### src/common/lsu_params.svh
`ifndef LSU_PARAMS_SVH
`define LSU_PARAMS_SVH

////////////////////////////////////////
// load/store unit sizing
////////////////////////////////////////

// data and address width of the bus
`define LSU_DATA_W 32

// byte enables per bus word
`define LSU_BE_W 4

// max bus transactions in flight
`define LSU_MAX_OUTSTANDING 2

// outstanding counter width, must hold LSU_MAX_OUTSTANDING
`define LSU_CNT_W 2

`endif

### src/common/lsu_pkg.sv
`default_nettype none

`include "lsu_params.svh"

package lsu_pkg;

  // access size, 11 decodes as byte too
  typedef enum logic [1:0] {
    LSU_SIZE_WORD    = 2'b00,
    LSU_SIZE_HALF    = 2'b01,
    LSU_SIZE_BYTE    = 2'b10,
    LSU_SIZE_BYTE_HI = 2'b11
  } lsu_size_e;

  // load extension mode
  typedef enum logic [1:0] {
    LSU_EXT_ZERO    = 2'b00,
    LSU_EXT_SIGN    = 2'b01,
    LSU_EXT_ONE     = 2'b10,
    LSU_EXT_SIGN_HI = 2'b11 // sign extend as well
  } lsu_ext_e;

  // request from the execute stage
  typedef struct packed {
    logic                   we;           // store when set
    lsu_size_e              size;
    lsu_ext_e               ext;
    logic [1:0]             reg_offset;   // byte offset of store data in register
    logic [`LSU_DATA_W-1:0] wdata;
    logic [`LSU_DATA_W-1:0] op_a;
    logic [`LSU_DATA_W-1:0] op_b;
    logic                   use_incr;     // address is a + b
    logic                   second_phase; // repeat of a crossing access
  } lsu_ex_req_t;

  // bus address phase
  typedef struct packed {
    logic [`LSU_DATA_W-1:0] addr;
    logic                   we;
    logic [`LSU_BE_W-1:0]   be;
    logic [`LSU_DATA_W-1:0] wdata;
  } lsu_bus_req_t;

  // kept per accepted access for the result stage
  typedef struct packed {
    lsu_size_e  size;
    logic [1:0] offset; // byte offset of the access
    lsu_ext_e   ext;
    logic       we;
  } lsu_wb_ctrl_t;

endpackage

`default_nettype wire

### src/hw/lsu_load_align.sv
`timescale 1ns/1ns
`default_nettype none

`include "lsu_params.svh"

module lsu_load_align (
  input  wire logic                         clk,
  input  wire logic                         rst_n,
  input  wire logic                         ctrl_update_i,
  input  wire logic                         data_rvalid_i,
  input  wire logic                         second_phase_i,
  input  wire logic                         data_misaligned_i,
  input  wire lsu_pkg::lsu_wb_ctrl_t        wb_ctrl_i,
  input  wire logic [`LSU_DATA_W-1:0]       data_rdata_i,
  output logic [`LSU_DATA_W-1:0]            data_rdata_ex_o
);

  lsu_pkg::lsu_wb_ctrl_t    ctrl_q;   // control of the access waiting for data
  logic [`LSU_DATA_W-1:0]   rdata_q;  // last result, or first half of a crossing load
  logic                     crossing; // access spans two words
  logic [2*`LSU_DATA_W-1:0] window;   // bus word with hold or itself above it
  logic [`LSU_DATA_W-1:0]   field;    // data starting at the access offset
  logic                     fill;     // extension bit
  logic [`LSU_DATA_W-1:0]   rdata_ext;

  always_ff @(posedge clk or negedge rst_n) begin
    if (!rst_n) begin
      ctrl_q <= '0;
    end else if (ctrl_update_i) begin
      ctrl_q <= wb_ctrl_i;
    end
  end

  ////////////////////////////////////////
  // alignment
  ////////////////////////////////////////

  assign crossing = ((ctrl_q.size == lsu_pkg::LSU_SIZE_WORD) && (ctrl_q.offset != 2'b00)) ||
                    ((ctrl_q.size == lsu_pkg::LSU_SIZE_HALF) && (ctrl_q.offset == 2'b11));

  // crossing: upper bytes from the new word, lower bytes from the hold register
  assign window = crossing ? {data_rdata_i, rdata_q} : {data_rdata_i, data_rdata_i};
  assign field  = window[{ctrl_q.offset, 3'b000} +: `LSU_DATA_W];

  ////////////////////////////////////////
  // extension
  ////////////////////////////////////////

  always_comb begin
    case (ctrl_q.ext)
      lsu_pkg::LSU_EXT_ZERO: fill = 1'b0;
      lsu_pkg::LSU_EXT_ONE:  fill = 1'b1;
      lsu_pkg::LSU_EXT_SIGN, lsu_pkg::LSU_EXT_SIGN_HI: begin
        // msb of the selected field
        fill = (ctrl_q.size == lsu_pkg::LSU_SIZE_HALF) ? field[15] : field[7];
      end
      default: fill = 1'b0;
    endcase
  end

  always_comb begin
    case (ctrl_q.size)
      lsu_pkg::LSU_SIZE_WORD: rdata_ext = field;                          // nothing to extend
      lsu_pkg::LSU_SIZE_HALF: rdata_ext = {{(`LSU_DATA_W-16){fill}}, field[15:0]};
      default:                rdata_ext = {{(`LSU_DATA_W-8){fill}}, field[7:0]}; // byte
    endcase
  end

  // raw word kept for the second half, else the final value
  always_ff @(posedge clk) begin
    if (data_rvalid_i && !ctrl_q.we) begin
      if (second_phase_i || data_misaligned_i) rdata_q <= data_rdata_i;
      else                                     rdata_q <= rdata_ext;
    end
  end

  assign data_rdata_ex_o = data_rvalid_i ? rdata_ext : rdata_q;

endmodule

`default_nettype wire

### src/hw/lsu_store_align.sv
`timescale 1ns/1ns
`default_nettype none

`include "lsu_params.svh"

module lsu_store_align (
  input  wire lsu_pkg::lsu_ex_req_t  ex_req_i,
  input  wire logic                  data_req_ex_i,
  output lsu_pkg::lsu_bus_req_t      bus_req_o,
  output lsu_pkg::lsu_wb_ctrl_t      wb_ctrl_o,
  output logic                       data_misaligned_o
);

  logic [`LSU_DATA_W-1:0]   addr;      // effective address
  logic [1:0]               offset;    // byte within word
  logic                     second;    // second half of a crossing access
  logic [`LSU_BE_W-1:0]     be;
  logic [1:0]               rot;       // store rotation in bytes
  logic [2*`LSU_DATA_W-1:0] wdata_dbl; // store data twice, for rotation

  ////////////////////////////////////////
  // address
  ////////////////////////////////////////

  assign addr   = ex_req_i.use_incr ? (ex_req_i.op_a + ex_req_i.op_b) : ex_req_i.op_a;
  assign offset = addr[1:0];
  assign second = ex_req_i.second_phase;

  ////////////////////////////////////////
  // byte enables
  ////////////////////////////////////////

  always_comb begin
    be = '0;
    case (ex_req_i.size)
      lsu_pkg::LSU_SIZE_WORD: begin
        if (second) be = (`LSU_BE_W'(1) << offset) - `LSU_BE_W'(1); // bytes below offset
        else        be = {`LSU_BE_W{1'b1}} << offset;                // offset up to byte 3
      end
      lsu_pkg::LSU_SIZE_HALF: begin
        if (second) be = `LSU_BE_W'(1);         // spill byte lands in byte 0
        else        be = `LSU_BE_W'(3) << offset; // shift clips at byte 3
      end
      lsu_pkg::LSU_SIZE_BYTE, lsu_pkg::LSU_SIZE_BYTE_HI: begin
        be = `LSU_BE_W'(1) << offset;
      end
      default: be = '0;
    endcase
  end

  ////////////////////////////////////////
  // store data rotation
  ////////////////////////////////////////

  // rotate left by (addr offset - register offset) bytes
  assign rot       = offset - ex_req_i.reg_offset;
  assign wdata_dbl = {ex_req_i.wdata, ex_req_i.wdata};

  // bus request, second phase goes to the aligned next word
  assign bus_req_o.addr  = second ? {addr[`LSU_DATA_W-1:2], 2'b00} : addr;
  assign bus_req_o.we    = ex_req_i.we;
  assign bus_req_o.be    = be;
  assign bus_req_o.wdata = wdata_dbl[(2*`LSU_DATA_W-1) - {rot, 3'b000} -: `LSU_DATA_W];

  // control for load alignment in the result stage
  assign wb_ctrl_o.size   = ex_req_i.size;
  assign wb_ctrl_o.offset = offset;
  assign wb_ctrl_o.ext    = ex_req_i.ext;
  assign wb_ctrl_o.we     = ex_req_i.we;

  ////////////////////////////////////////
  // crossing detection
  ////////////////////////////////////////

  always_comb begin
    data_misaligned_o = 1'b0;
    if (data_req_ex_i && !second) begin
      case (ex_req_i.size)
        lsu_pkg::LSU_SIZE_WORD: data_misaligned_o = (offset != 2'b00);
        lsu_pkg::LSU_SIZE_HALF: data_misaligned_o = (offset == 2'b11); // top byte spills
        default:                data_misaligned_o = 1'b0;              // bytes never cross
      endcase
    end
  end

endmodule

`default_nettype wire

### src/hw/lsu_top.sv
`timescale 1ns/1ns
`default_nettype none

`include "lsu_params.svh"

module lsu_top (
  input  wire logic                   clk,
  input  wire logic                   rst_n,

  // execute side
  input  wire logic                   data_req_ex_i,
  input  wire lsu_pkg::lsu_ex_req_t   ex_req_i,
  output logic [`LSU_DATA_W-1:0]      data_rdata_ex_o,
  output logic                        data_misaligned_o,
  output logic                        lsu_ready_ex_o,
  output logic                        lsu_ready_wb_o,
  output logic                        busy_o,

  // data bus
  output logic                        data_req_o,
  output lsu_pkg::lsu_bus_req_t       bus_o,
  input  wire logic                   data_gnt_i,
  input  wire logic                   data_rvalid_i,
  input  wire logic [`LSU_DATA_W-1:0] data_rdata_i
);

  lsu_pkg::lsu_wb_ctrl_t wb_ctrl; // control of the request in ex
  logic                  ctrl_update;

  ////////////////////////////////////////
  // stages
  ////////////////////////////////////////

  lsu_store_align u_store_align (
    .ex_req_i          (ex_req_i),
    .data_req_ex_i     (data_req_ex_i),
    .bus_req_o         (bus_o),             // straight to the bus
    .wb_ctrl_o         (wb_ctrl),
    .data_misaligned_o (data_misaligned_o)
  );

  lsu_trans_ctrl u_trans_ctrl (
    .clk            (clk),
    .rst_n          (rst_n),
    .data_req_ex_i  (data_req_ex_i),
    .data_gnt_i     (data_gnt_i),
    .data_rvalid_i  (data_rvalid_i),
    .data_req_o     (data_req_o),
    .lsu_ready_ex_o (lsu_ready_ex_o),
    .lsu_ready_wb_o (lsu_ready_wb_o),
    .busy_o         (busy_o),
    .ctrl_update_o  (ctrl_update)
  );

  lsu_load_align u_load_align (
    .clk               (clk),
    .rst_n             (rst_n),
    .ctrl_update_i     (ctrl_update),
    .data_rvalid_i     (data_rvalid_i),
    .second_phase_i    (ex_req_i.second_phase),
    .data_misaligned_i (data_misaligned_o),
    .wb_ctrl_i         (wb_ctrl),
    .data_rdata_i      (data_rdata_i),
    .data_rdata_ex_o   (data_rdata_ex_o)
  );

endmodule

`default_nettype wire

### src/hw/lsu_trans_ctrl.sv
`timescale 1ns/1ns
`default_nettype none

`include "lsu_params.svh"

module lsu_trans_ctrl (
  input  wire logic clk,
  input  wire logic rst_n,
  input  wire logic data_req_ex_i,
  input  wire logic data_gnt_i,
  input  wire logic data_rvalid_i,
  output logic      data_req_o,
  output logic      lsu_ready_ex_o,
  output logic      lsu_ready_wb_o,
  output logic      busy_o,
  output logic      ctrl_update_o
);

  logic [`LSU_CNT_W-1:0] cnt_q;    // transfers granted and not yet answered
  logic [`LSU_CNT_W-1:0] cnt_d;
  logic                  accepted; // req and gnt in the same cycle

  // no new request while the limit is reached
  assign data_req_o = data_req_ex_i && (cnt_q < `LSU_MAX_OUTSTANDING);
  assign accepted   = data_req_o && data_gnt_i;

  always_comb begin
    cnt_d = cnt_q;
    case ({accepted, data_rvalid_i})
      2'b10:   cnt_d = cnt_q + `LSU_CNT_W'(1);
      2'b01:   cnt_d = cnt_q - `LSU_CNT_W'(1);
      default: cnt_d = cnt_q; // none, or one in and one out
    endcase
  end

  always_ff @(posedge clk or negedge rst_n) begin
    if (!rst_n) begin
      cnt_q <= '0;
    end else begin
      cnt_q <= cnt_d;
    end
  end

  ////////////////////////////////////////
  // ready and busy
  ////////////////////////////////////////

  // wb stage free when empty, else when its response arrives
  assign lsu_ready_wb_o = (cnt_q == '0) ? 1'b1 : data_rvalid_i;

  always_comb begin
    if (!data_req_ex_i) begin
      lsu_ready_ex_o = 1'b1;                          // nothing to do
    end else begin
      case (cnt_q)
        `LSU_CNT_W'(0): lsu_ready_ex_o = accepted;
        `LSU_CNT_W'(1): lsu_ready_ex_o = accepted && data_rvalid_i; // ex and wb in lock step
        default:        lsu_ready_ex_o = data_rvalid_i;
      endcase
    end
  end

  assign ctrl_update_o = lsu_ready_ex_o && data_req_ex_i; // request moves on to wb
  assign busy_o        = (cnt_q != '0) || data_req_o;

endmodule

`default_nettype wire

### config.mk
export PLATFORM = sky130hd
export DESIGN_NAME = lsu_top
export DESIGN_NICKNAME = d
export VERILOG_FILES = /design/src/common/lsu_pkg.sv /design/src/hw/lsu_load_align.sv /design/src/hw/lsu_store_align.sv /design/src/hw/lsu_top.sv /design/src/hw/lsu_trans_ctrl.sv
export VERILOG_INCLUDE_DIRS = /design/src /design/src/common
export SDC_FILE = /design/constraint.sdc
export NUM_CORES = 1
export LEC_CHECK = 0
export ABC_CLOCK_PERIOD_IN_PS = 6830
export BUFFER_PORTS_ARGS = -buffer_cell sky130_fd_sc_hd__buf_2
export CAP_MARGIN = 40
export CELL_PAD_IN_SITES_DETAIL_PLACEMENT = 1
export CELL_PAD_IN_SITES_GLOBAL_PLACEMENT = 2
export CORE_MARGIN = 2
export CORE_UTILIZATION = 31
export CTS_BUF_LIST = sky130_fd_sc_hd__clkbuf_8
export DETAILED_ROUTE_END_ITERATION = 8
export PLACE_DENSITY_LB_ADDON = 0.1
export SETUP_SLACK_MARGIN = 0.2
export SKIP_LAST_GASP = 1
export SLEW_MARGIN = 20
export SYNTH_ARGS = -nofsm -noshare
export SYNTH_HDL_FRONTEND = slang
export SYNTH_SLANG_ARGS = --single-unit
export TNS_END_PERCENT = 20
### constraint.sdc
create_clock -name clk -period 6.83 [get_ports clk]
set_clock_uncertainty 0.2 [all_clocks]
set_input_delay 1.366 -clock clk [delete_from_list [all_inputs] [get_ports clk]]
set_output_delay 1.366 -clock clk [all_outputs]
set_load 0.05 [all_outputs]
==> results of run 1 <==
[final timing paths]
path                                        startpoint                        to  slack (ns)  depth (start not counted)
worst max register to register  u_load_align.ctrl_q[6]  u_load_align.rdata_q[28]        3.56                          7
max in group asynchronous                        rst_n    u_load_align.ctrl_q[3]        5.54                          1
worst min register to register   u_trans_ctrl.cnt_q[0]     u_trans_ctrl.cnt_q[0]        0.32                          1
worst min-delay path             u_trans_ctrl.cnt_q[0]     u_trans_ctrl.cnt_q[0]        0.32                          1
min in group asynchronous                        rst_n     u_trans_ctrl.cnt_q[1]        0.70                          1
worst max-delay path                      ex_req_i[34]                 bus_o[61]        1.09                         13
[cell type report]
class	count	area share [%]
inverters	29	1.339
diodes	2	0.06156
flip-flops and latches	41	14.62
multi-input cells	687	62.28
clock buffers	5	0.8464
repair buffers	260	16.41
well taps	275	4.232
clock inverters	3	0.2155
[cells by family after synthesis]
logic type | Yosys count | synth area share (%)
DFF | 41 | 18.12
buffers and inverters | 79 | 4.701
adders and majority gates | 43 | 8.332
xor gates and xnor gates | 18 | 2.523
muxes | 148 | 26.58
and+or+nand+nor | 237 | 15.80
AOI/OAI and AO/OA | 241 | 23.94
[cell usage in the layout, fill, tap and decap left out, types with 4 or more instances in the layout]
| cell | Yosys | final |
|---|---|---|
| buf_2 | 6 | 247 |
| nand2_1 | 88 | 88 |
| nor2_1 | 86 | 86 |
| mux2i_1 | 85 | 85 |
| a21oi_1 | 64 | 64 |
| mux2_2 | 42 | 42 |
| ha_1 | 42 | 42 |
| edfxtp_1 | 32 | 32 |
| o21ai_0 | 31 | 31 |
| inv_1 | 28 | 28 |
| a21o_1 | 26 | 26 |
| o21ai_1 | 19 | 19 |
| mux4_2 | 16 | 16 |
| a211oi_1 | 14 | 14 |
| xnor2_1 | 14 | 13 |
| nand3_1 | 13 | 13 |
| buf_4 | 1 | 13 |
| o22ai_1 | 11 | 11 |
| o211ai_1 | 11 | 11 |
| o21a_1 | 10 | 10 |
| nor3_1 | 9 | 9 |
| a21boi_1 | 7 | 7 |
| nor2b_1 | 8 | 7 |
| dfrtp_1 | 9 | 7 |
| o31ai_1 | 6 | 6 |
| mux2_1 | 5 | 5 |
| and2_1 | 5 | 5 |
| and3_1 | 5 | 5 |
| clkbuf_8 | 0 | 5 |
| a221oi_1 | 4 | 4 |
| nand3b_1 | 4 | 4 |
| nand2b_1 | 4 | 4 |
| o2111ai_1 | 4 | 4 |
| a21boi_0 | 4 | 4 |
[sequential cells by signal, indices dropped and copies added, names as in the netlist]
register,count
u_trans_ctrl.cnt_q,2
u_load_align.rdata_q,32
u_load_align.ctrl_q,7
[critical path: cells and delay by family]
| family | cells | cell delay (ns) |
|---|---|---|
| compound gates | 7 | 1.62 |
| fa+ha+maj | 2 | 0.60 |
| buf+inv | 3 | 0.45 |
| simple gates | 1 | 0.12 |
[per-layer routing]
metal  vias to the layer above  part of all wire [%]  track usage (%)
met5                         -                 0.060                0
met4                         4                  0.61            2.143
met3                        15                   5.6            4.098
met2                       184                    47            34.47
met1                      3236                    47            27.56
li1                       3446                     -                -
[power by group]
group	total [uW]	internal (uW)	switching, uW	leakage [uW]
Sequential	460	384	75.8	0.000408
Combinational	2400	797	1600	0.00343
Clock	174	71.0	103	0.0000439
Total	3030	1250	1780	0.00389
[per-stage QoR]
step	power, uW	worst slack, ns	hold slack [ns]	std cells	utilization, %
after global routing	3251	0.8999	0.3502	1301	38.91
final	3033	1.094	0.3173	1302	38.92
after global placement	2867	1.196	0.2956	1292	38.48
after floorplan	2316	0.5054	0.2708	807	-
after CTS	3067	1.140	0.3218	1300	38.90
after detailed placement	2883	1.167	0.3086	1292	38.48
==> results.toml, run 1 <==
[run_status]
status = "finished clean"

[sta]
rsz0062_at_grt = "false"
max_freq_mhz = 174.3
setup_viol = 0
final.min_clock_period_ns = 5.736
finalHoldViolations = 0
worstMarginPinSlew_ns = 0.7673
finalSetupTns_ns = 0
finalCritPeriodShare_pct = 83.98
slew_headroom_pct = 48.84
drv_slew = 0

[setup_path]
worst_path_max_delay_cell = "a21oi_1"
required_ns = 5.26
path_cells = "buf_2, ha_1, inv_1, fa_1, nor2b_1, o21a_1, o211a_1, o2111ai_1, a21oi_1, o211ai_1, a211o_1, o221ai_1, buf_2"
endpoint_kind = "output pin"
cpPeakStageDelay_ns = 0.47
cp.arrival_ns = 4.17
cp-start-kind = "primary input"
path_max_fanout = 4
critPathKind = "in -> out"
crit_top_cell = "buf_2"

[clocking]
cts_buffer_depth = 2
cts_tree = "done"
cts_root_buffer = "clkbuf_8"
clk_pin_slew_ns = 0.08
clk_latency_ns = 0.31
postCtsSetupRepairBufs = 0
numCtsBuffers = 5
cts-resized-gates = 0
htreeDepth = 2
numClockSinks = 41
hold_buffers = 0

[synthesis]
yosys.cell_types.count = 68
ys_seq_area_share_pct = 18.12
yosysMostFrequentCell = "nand2_1"
yosysWarningCount = 0
yosysTopAreaCell = "edfxtp_1"
syn_area_per_cell_um2 = 8.113
ys_top_cells_by_area = "edfxtp_1 15%, mux2i_1 13%, ha_1 8.0%"
async_reset_ff_share_pct = 21.95
synthCells = 807
netlist_area_um2 = 6548
synth_edf_count = 32
synth_top_area_share_pct = 14.68
ys.flop_type = "edfxtp_1"
ys_seq_elements = 41
synth_common_cells = "88 x nand2_1, 86 x nor2_1, 85 x mux2i_1, 64 x a21oi_1"
synth.net_count = 992

[power]
power_density_nw_per_um2 = 373.0
max-vdd-ir-drop_mv = 0.1719
power_leakage_uw = 0.003887

[floorplanning]
num_io_pins = 248
core-area_um2 = 20890
initial_core_util_pct = 31.34
die_h_um = 149.3
die-area_um2 = 22300
row_count = 53
die_x_um = 149.3

[global_route]
antenna_found_initial = 4
grt_start_max_net_pins = 49
grt_pass1_vias = 7101
grt_use_total_pct = 20.31
grt_pass1_wl_um = 36500
overflow = 0

[routing]
viasPerCell = 5.288
drc_errors = 0
first_iter_violations = 195
wl_um = 23310
antenna_left = 0
vias = 6885
first_pass_iters = 4
drt-wirelength-per-cell_um = 17.90

[final_layout]
multi_input_area_um2 = 5064
seqCellArea_um2 = 1189
stdcell_area_um2 = 8130
nets = 1209
fill_cells = 2640
drive_gt1_share_pct = 33.37
syn2layout_area_growth_pct = 24.17

[worst_hold_path]
min_path_type = "reg -> reg"

[placed_design]
placed_area_um2 = 8039
portBuffers = 247
dp_hpwl_um = 18580
gp_congestion = 0.7884

[run]
maxCapViolations = 0
Note: power is estimated with default switching activity, not from simulation.
==> inputs of run 2 (changes only) <==
--- a/config.mk
+++ b/config.mk
@@ -6,13 +6,13 @@
 export SDC_FILE = /design/constraint.sdc
 export NUM_CORES = 1
 export LEC_CHECK = 0
-export ABC_CLOCK_PERIOD_IN_PS = 6830
+export ABC_CLOCK_PERIOD_IN_PS = 5100
 export BUFFER_PORTS_ARGS = -buffer_cell sky130_fd_sc_hd__buf_2
 export CAP_MARGIN = 40
 export CELL_PAD_IN_SITES_DETAIL_PLACEMENT = 1
 export CELL_PAD_IN_SITES_GLOBAL_PLACEMENT = 2
 export CORE_MARGIN = 2
-export CORE_UTILIZATION = 31
+export CORE_UTILIZATION = 26
 export CTS_BUF_LIST = sky130_fd_sc_hd__clkbuf_8
 export DETAILED_ROUTE_END_ITERATION = 8
 export PLACE_DENSITY_LB_ADDON = 0.1
==> constraint.sdc (replaced) <==
create_clock -name clk -period 5.1 [get_ports clk]
set_clock_uncertainty 0.2 [all_clocks]
set_input_delay 1.02 -clock clk [delete_from_list [all_inputs] [get_ports clk]]
set_output_delay 1.02 -clock clk [all_outputs]
set_load 0.05 [all_outputs]
==> run 2 against run 1 <==
  * Cell area grew 3.4%
  * Cell count grew 5.3%
  * Routed wire length grew 6.0%
  * First-iteration DRC count grew 13%
  * Critical path type unchanged
==> results.toml, run 2 (synthesis results as in run 1) <==
[run_status]
status = "finished clean"

[final_layout]
layout_commonest_cell = "buf_2"
final_cells = 1371
top_regs = "u_load_align.rdata_q (32), u_load_align.ctrl_q (7), u_trans_ctrl.cnt_q (2)"
diodes = 0
drive_gt1_share_pct = 35.06
nets = 1225
fin_util_pct = 33.66
largest_reg_flops = 32
syn2layout_area_growth_pct = 28.34
regMostFlops = "u_load_align.rdata_q"
final_cell_mix = "239 x buf_2, 88 x nand2_1, 86 x nor2_1, 82 x mux2i_1, 62 x a21oi_1"
stdcell_area_um2 = 8403
fill_cells = 3139

[worst_hold_path]
hold_path_end = "u_trans_ctrl.cnt_q[0]"
min_path_type = "reg -> reg"
min_from = "u_trans_ctrl.cnt_q[0]"
holdPathStages = 1

[placed_design]
portBuffers = 247
place_inst = 1361
gp_congestion = 0.7706
dp_hpwl_um = 19940
placed_area_um2 = 8267

[setup_path]
cpPeakStageDelay_ns = 0.41
endpoint_kind = "output pin"
cp-start-kind = "primary input"
worst_path_max_delay_cell = "fa_1"
r2r_start = "u_load_align.ctrl_q[5]"
r2r_end = "u_load_align.rdata_q[17]"
path_cells = "buf_2, ha_2, inv_1, fa_1, nor2b_1, o21a_1, o211a_1, o2111ai_2, a31oi_1, nor2_1, or4_1, nand3_1, buf_4"
cp_top_family = "compound AO/OA/AOI/OAI gates"
reg2reg_slack_ns = 1.92
required_ns = 3.88
path_max_fanout = 4
rr_worst_depth = 8
cp.arrival_ns = 3.65
critPathKind = "in -> out"
timing.critical_path.buf_inv = 3

[floorplanning]
initial_core_util_pct = 26.23
die_h_um = 162.7
num_io_pins = 248
die-area_um2 = 26470
core-area_um2 = 24960
row_count = 58
die_x_um = 162.7

[clocking]
clk_pin_slew_ns = 0.08
hold_buffers = 0
clk_latency_ns = 0.31
cts_root_buffer = "clkbuf_8"
cts_tree = "done"
cts_buffer_depth = 2
numClockSinks = 41
htreeDepth = 2
numCtsBuffers = 5

[routing]
drt-wirelength-per-cell_um = 18.03
antenna_left = 0
first_pass_iters = 4
wl_um = 24710
vias = 6911
viasPerCell = 5.041
first_iter_violations = 221
drc_errors = 0

[power]
total_power_uw = 4135
max-vdd-ir-drop_mv = 0.2730
power_leakage_uw = 0.003987
power_density_nw_per_um2 = 492.1

[global_route]
grt_pass1_wl_um = 38220
grt_start_max_net_pins = 49
overflow = 0
grt_use_total_pct = 18.14
antenna_found_initial = 1
grt_pass1_vias = 7050

[sta]
slew_headroom_pct = 54.66
max_freq_mhz = 205.5
finalCritPeriodShare_pct = 95.41
worstMarginPinSlew_ns = 0.6786
drv_slew = 0
final.min_clock_period_ns = 4.866
setup_viol = 0
finalHoldViolations = 0
finalSetupTns_ns = 0
rsz0062_at_grt = "true"

[run]
maxCapViolations = 0
[run 2: through the flow]
| stage | hold WS, ns | worst slack, ns |
|---|---|---|
| 2_1_floorplan | 0.2708 | -0.1392 |
| 3_3_place_gp | 0.3004 | 0.03231 |
| 3_5_place_dp | 0.3068 | 0.02410 |
| 4_1_cts | 0.3197 | 0.1931 |
| 5_1_grt | 0.3453 | 0.08159 |
| 6_report | 0.3142 | 0.2343 |
[run 2: power breakdown]
part	switching (uW)	total (uW)	internal [uW]
combinational	2200	3320	1120
clock	131	224	92.6
sequential	75.9	590	514
[run 2: worst max-delay path by stage]
stage,from,to,cells past startpoint
6_report,ex_req_i[34],bus_o[53],13
5_1_grt,ex_req_i[34],bus_o[53],13
4_1_cts,ex_req_i[36],bus_o[58],11
3_5_place_dp,ex_req_i[34],bus_o[61],13
3_3_place_gp,ex_req_i[34],bus_o[61],13
2_1_floorplan,ex_req_i[2],bus_o[0],9
[run 2: per-layer routing]
layer  GRT usage, %  wire, um
met1          24.48     11220
met3          3.641      1536
met5              0        13
met2          30.95     11820
met4          1.850       124
[run 2: final cells by class]
type | instances | area (um^2) | area share, %
multi-input cells | 687 | 5100 | 60.69
flip-flops and latches | 41 | 1189 | 14.15
clock buffers | 5 | 68.82 | 0.8189
clock inverters | 3 | 12.51 | 0.1489
inverters | 29 | 108.9 | 1.295
well taps | 330 | 412.9 | 4.914
repair buffers | 276 | 1511 | 17.99
[run 2: timing repair]
item / in CTS / in global routing
gates resized for setup: 4 / 11
pin swaps: 2 / 2
buffers inserted: 0 / 2
endpoints found under the setup margin: 8 / 18
==> inputs of run 3 (changes only) <==
--- a/config.mk
+++ b/config.mk
@@ -16,6 +16,7 @@
 export CTS_BUF_LIST = sky130_fd_sc_hd__clkbuf_8
 export DETAILED_ROUTE_END_ITERATION = 8
 export PLACE_DENSITY_LB_ADDON = 0.1
+export REMOVE_ABC_BUFFERS = 1
 export SETUP_SLACK_MARGIN = 0.2
 export SKIP_LAST_GASP = 1
 export SLEW_MARGIN = 20
==> run 3 against run 2 <==
  * Cell count is 0.36% higher
  * First-iteration DRC count up 11%
  * Largest power group unchanged
  * Critical endpoint is now bus_o[62]
  * Largest cell class unchanged
  * Non-clock buffer count increased by 2
==> results.toml, run 3 (synthesis results as in run 1) <==
[setup_path]
timing.critical_path.buf_inv = 2
critPathKind = "in -> out"
cp-start-kind = "primary input"
cp.arrival_ns = 3.58
cpPeakStageDelay_ns = 0.39
cp_top_family = "compound AO/OA/AOI/OAI gates"
worst_path_max_delay_cell = "o311ai_1"
path_max_fanout = 4
endpoint_kind = "output pin"
path_cells = "buf_2, ha_1, o21ai_0, o21ai_1, nand3_1, a21o_1, a21oi_1, o21ai_1, and2_1, o311ai_1, buf_2"
required_ns = 3.88

[routing]
drc_errors = 0
first_pass_iters = 4
vias = 6943
antenna_left = 0
drt-wirelength-per-cell_um = 17.51
first_iter_violations = 246
viasPerCell = 5.046
wl_um = 24100

[power]
power_density_nw_per_um2 = 499.6
power_leakage_uw = 0.004023
max-vdd-ir-drop_mv = 0.2220
total_power_uw = 4261

[global_route]
grt_pass1_vias = 7104
grt_use_total_pct = 18.12
antenna_found_initial = 3
overflow = 0
grt_start_max_net_pins = 49
grt_pass1_wl_um = 38310

[placed_design]
placed_area_um2 = 8258
place_inst = 1361
dp_hpwl_um = 19160
dp_slack_ns = 0.02037
gp_congestion = 0.7426
portBuffers = 247

[run]
maxCapViolations = 0

[floorplanning]
core-area_um2 = 24960
initial_core_util_pct = 26.23
row_count = 58
num_io_pins = 248
die_h_um = 162.7
die_x_um = 162.7
die-area_um2 = 26470

[final_layout]
nets = 1227
layout_commonest_cell = "buf_2"
top_regs = "u_load_align.rdata_q (32), u_load_align.ctrl_q (7), u_trans_ctrl.cnt_q (2)"
stdcell_area_um2 = 8529
final_cells = 1376
syn2layout_area_growth_pct = 30.27
final_cell_mix = "241 x buf_2, 88 x nand2_1, 86 x nor2_1, 85 x mux2i_1, 62 x a21oi_1"
regMostFlops = "u_load_align.rdata_q"
drive_gt1_share_pct = 35.47
largest_reg_flops = 32

[clocking]
htreeDepth = 2
clk_pin_slew_ns = 0.09
numCtsBuffers = 5
cts_tree = "done"
cts_buffer_depth = 2
hold_buffers = 0
cts_root_buffer = "clkbuf_8"
clk_latency_ns = 0.32
numClockSinks = 41

[sta]
slew_headroom_pct = 50.47
worstMarginPinSlew_ns = 0.7414
max_freq_mhz = 208.1
finalHoldViolations = 0
setup_viol = 0
fin_ws_ns = 0.2955
whs_ns = 0.3146
final.min_clock_period_ns = 4.805
drv_slew = 0
rsz0062_at_grt = "true"
finalCritPeriodShare_pct = 94.21

[run_status]
status = "finished clean"

[worst_hold_path]
min_path_type = "reg -> reg"
## run 3: cell count changes in the layout (fill, tap and decap cells not counted), sizes merged
cell,before,now
buf,272,275
diode,0,3
bufinv,0,2
inv,31,29
clkbuf,9,8
## run 3: power breakdown
part	internal, uW	switching [uW]	total [uW]
clock network	195	137	331
registers	516	93.3	609
logic	1140	2180	3320
## run 3: path summary, 6_finish.rpt
path / startpoint / to / slack, ns / depth (start not counted)
hold reg to reg: u_trans_ctrl.cnt_q[0] / u_trans_ctrl.cnt_q[0] / 0.31 / 1
min in group asynchronous: rst_n / u_trans_ctrl.cnt_q[0] / 0.34 / 1
hold / removal: u_trans_ctrl.cnt_q[0] / u_trans_ctrl.cnt_q[0] / 0.31 / 1
max in group asynchronous: rst_n / u_load_align.ctrl_q[4] / 4.15 / 1
setup reg to reg: u_load_align.ctrl_q[4] / u_load_align.rdata_q[16] / 1.80 / 8
setup / recovery: ex_req_i[36] / bus_o[62] / 0.30 / 11
## run 3: final cells by class
cell class | count | area (um^2)
multi-input combinational | 687 | 5150
sequential | 41 | 1191
fill | 3104 | 16430
clock inverter | 3 | 65.06
inverter | 29 | 108.9
antenna | 3 | 7.507
clock buffer | 5 | 68.82
timing repair buffer | 278 | 1525
tap | 330 | 412.9
## run 3: stage by stage
| step | util, % | setup TNS, ns |
|---|---|---|
| after floorplan | - | -22.33 |
| after global placement | 33.00 | 0 |
| after detailed placement | 33.08 | 0 |
| after CTS | 33.67 | 0 |
| after global routing | 34.15 | 0 |
| final | 34.17 | 0 |
## run 3: worst reg2reg max path: stages, from the launching register on
cell	delay, ns
dfrtp_4	0.57
o21bai_1	0.14
a21oi_4	0.28
mux2_1	0.38
mux4_2	0.48
nor2_1	0.20
o41a_1	0.43
a21boi_1	0.29
o21ai_1	0.09
## run 3: repair_timing
action / in CTS / in global routing
endpoints found under the hold margin: 0 / 0
gates resized for setup: 4 / 23
setup buffers: 0 / 4
endpoints found under the setup margin: 9 / 27
pin swaps: 0 / 4
## run 3: routing by layer
metal	share of wire (%)	vias to the layer above	GRT usage, %
li1	-	3473	-
met1	45	3306	23.45
met2	50	151	32.53
met3	4.6	11	2.521
met4	0.86	2	2.856
met5	0.046	-	0
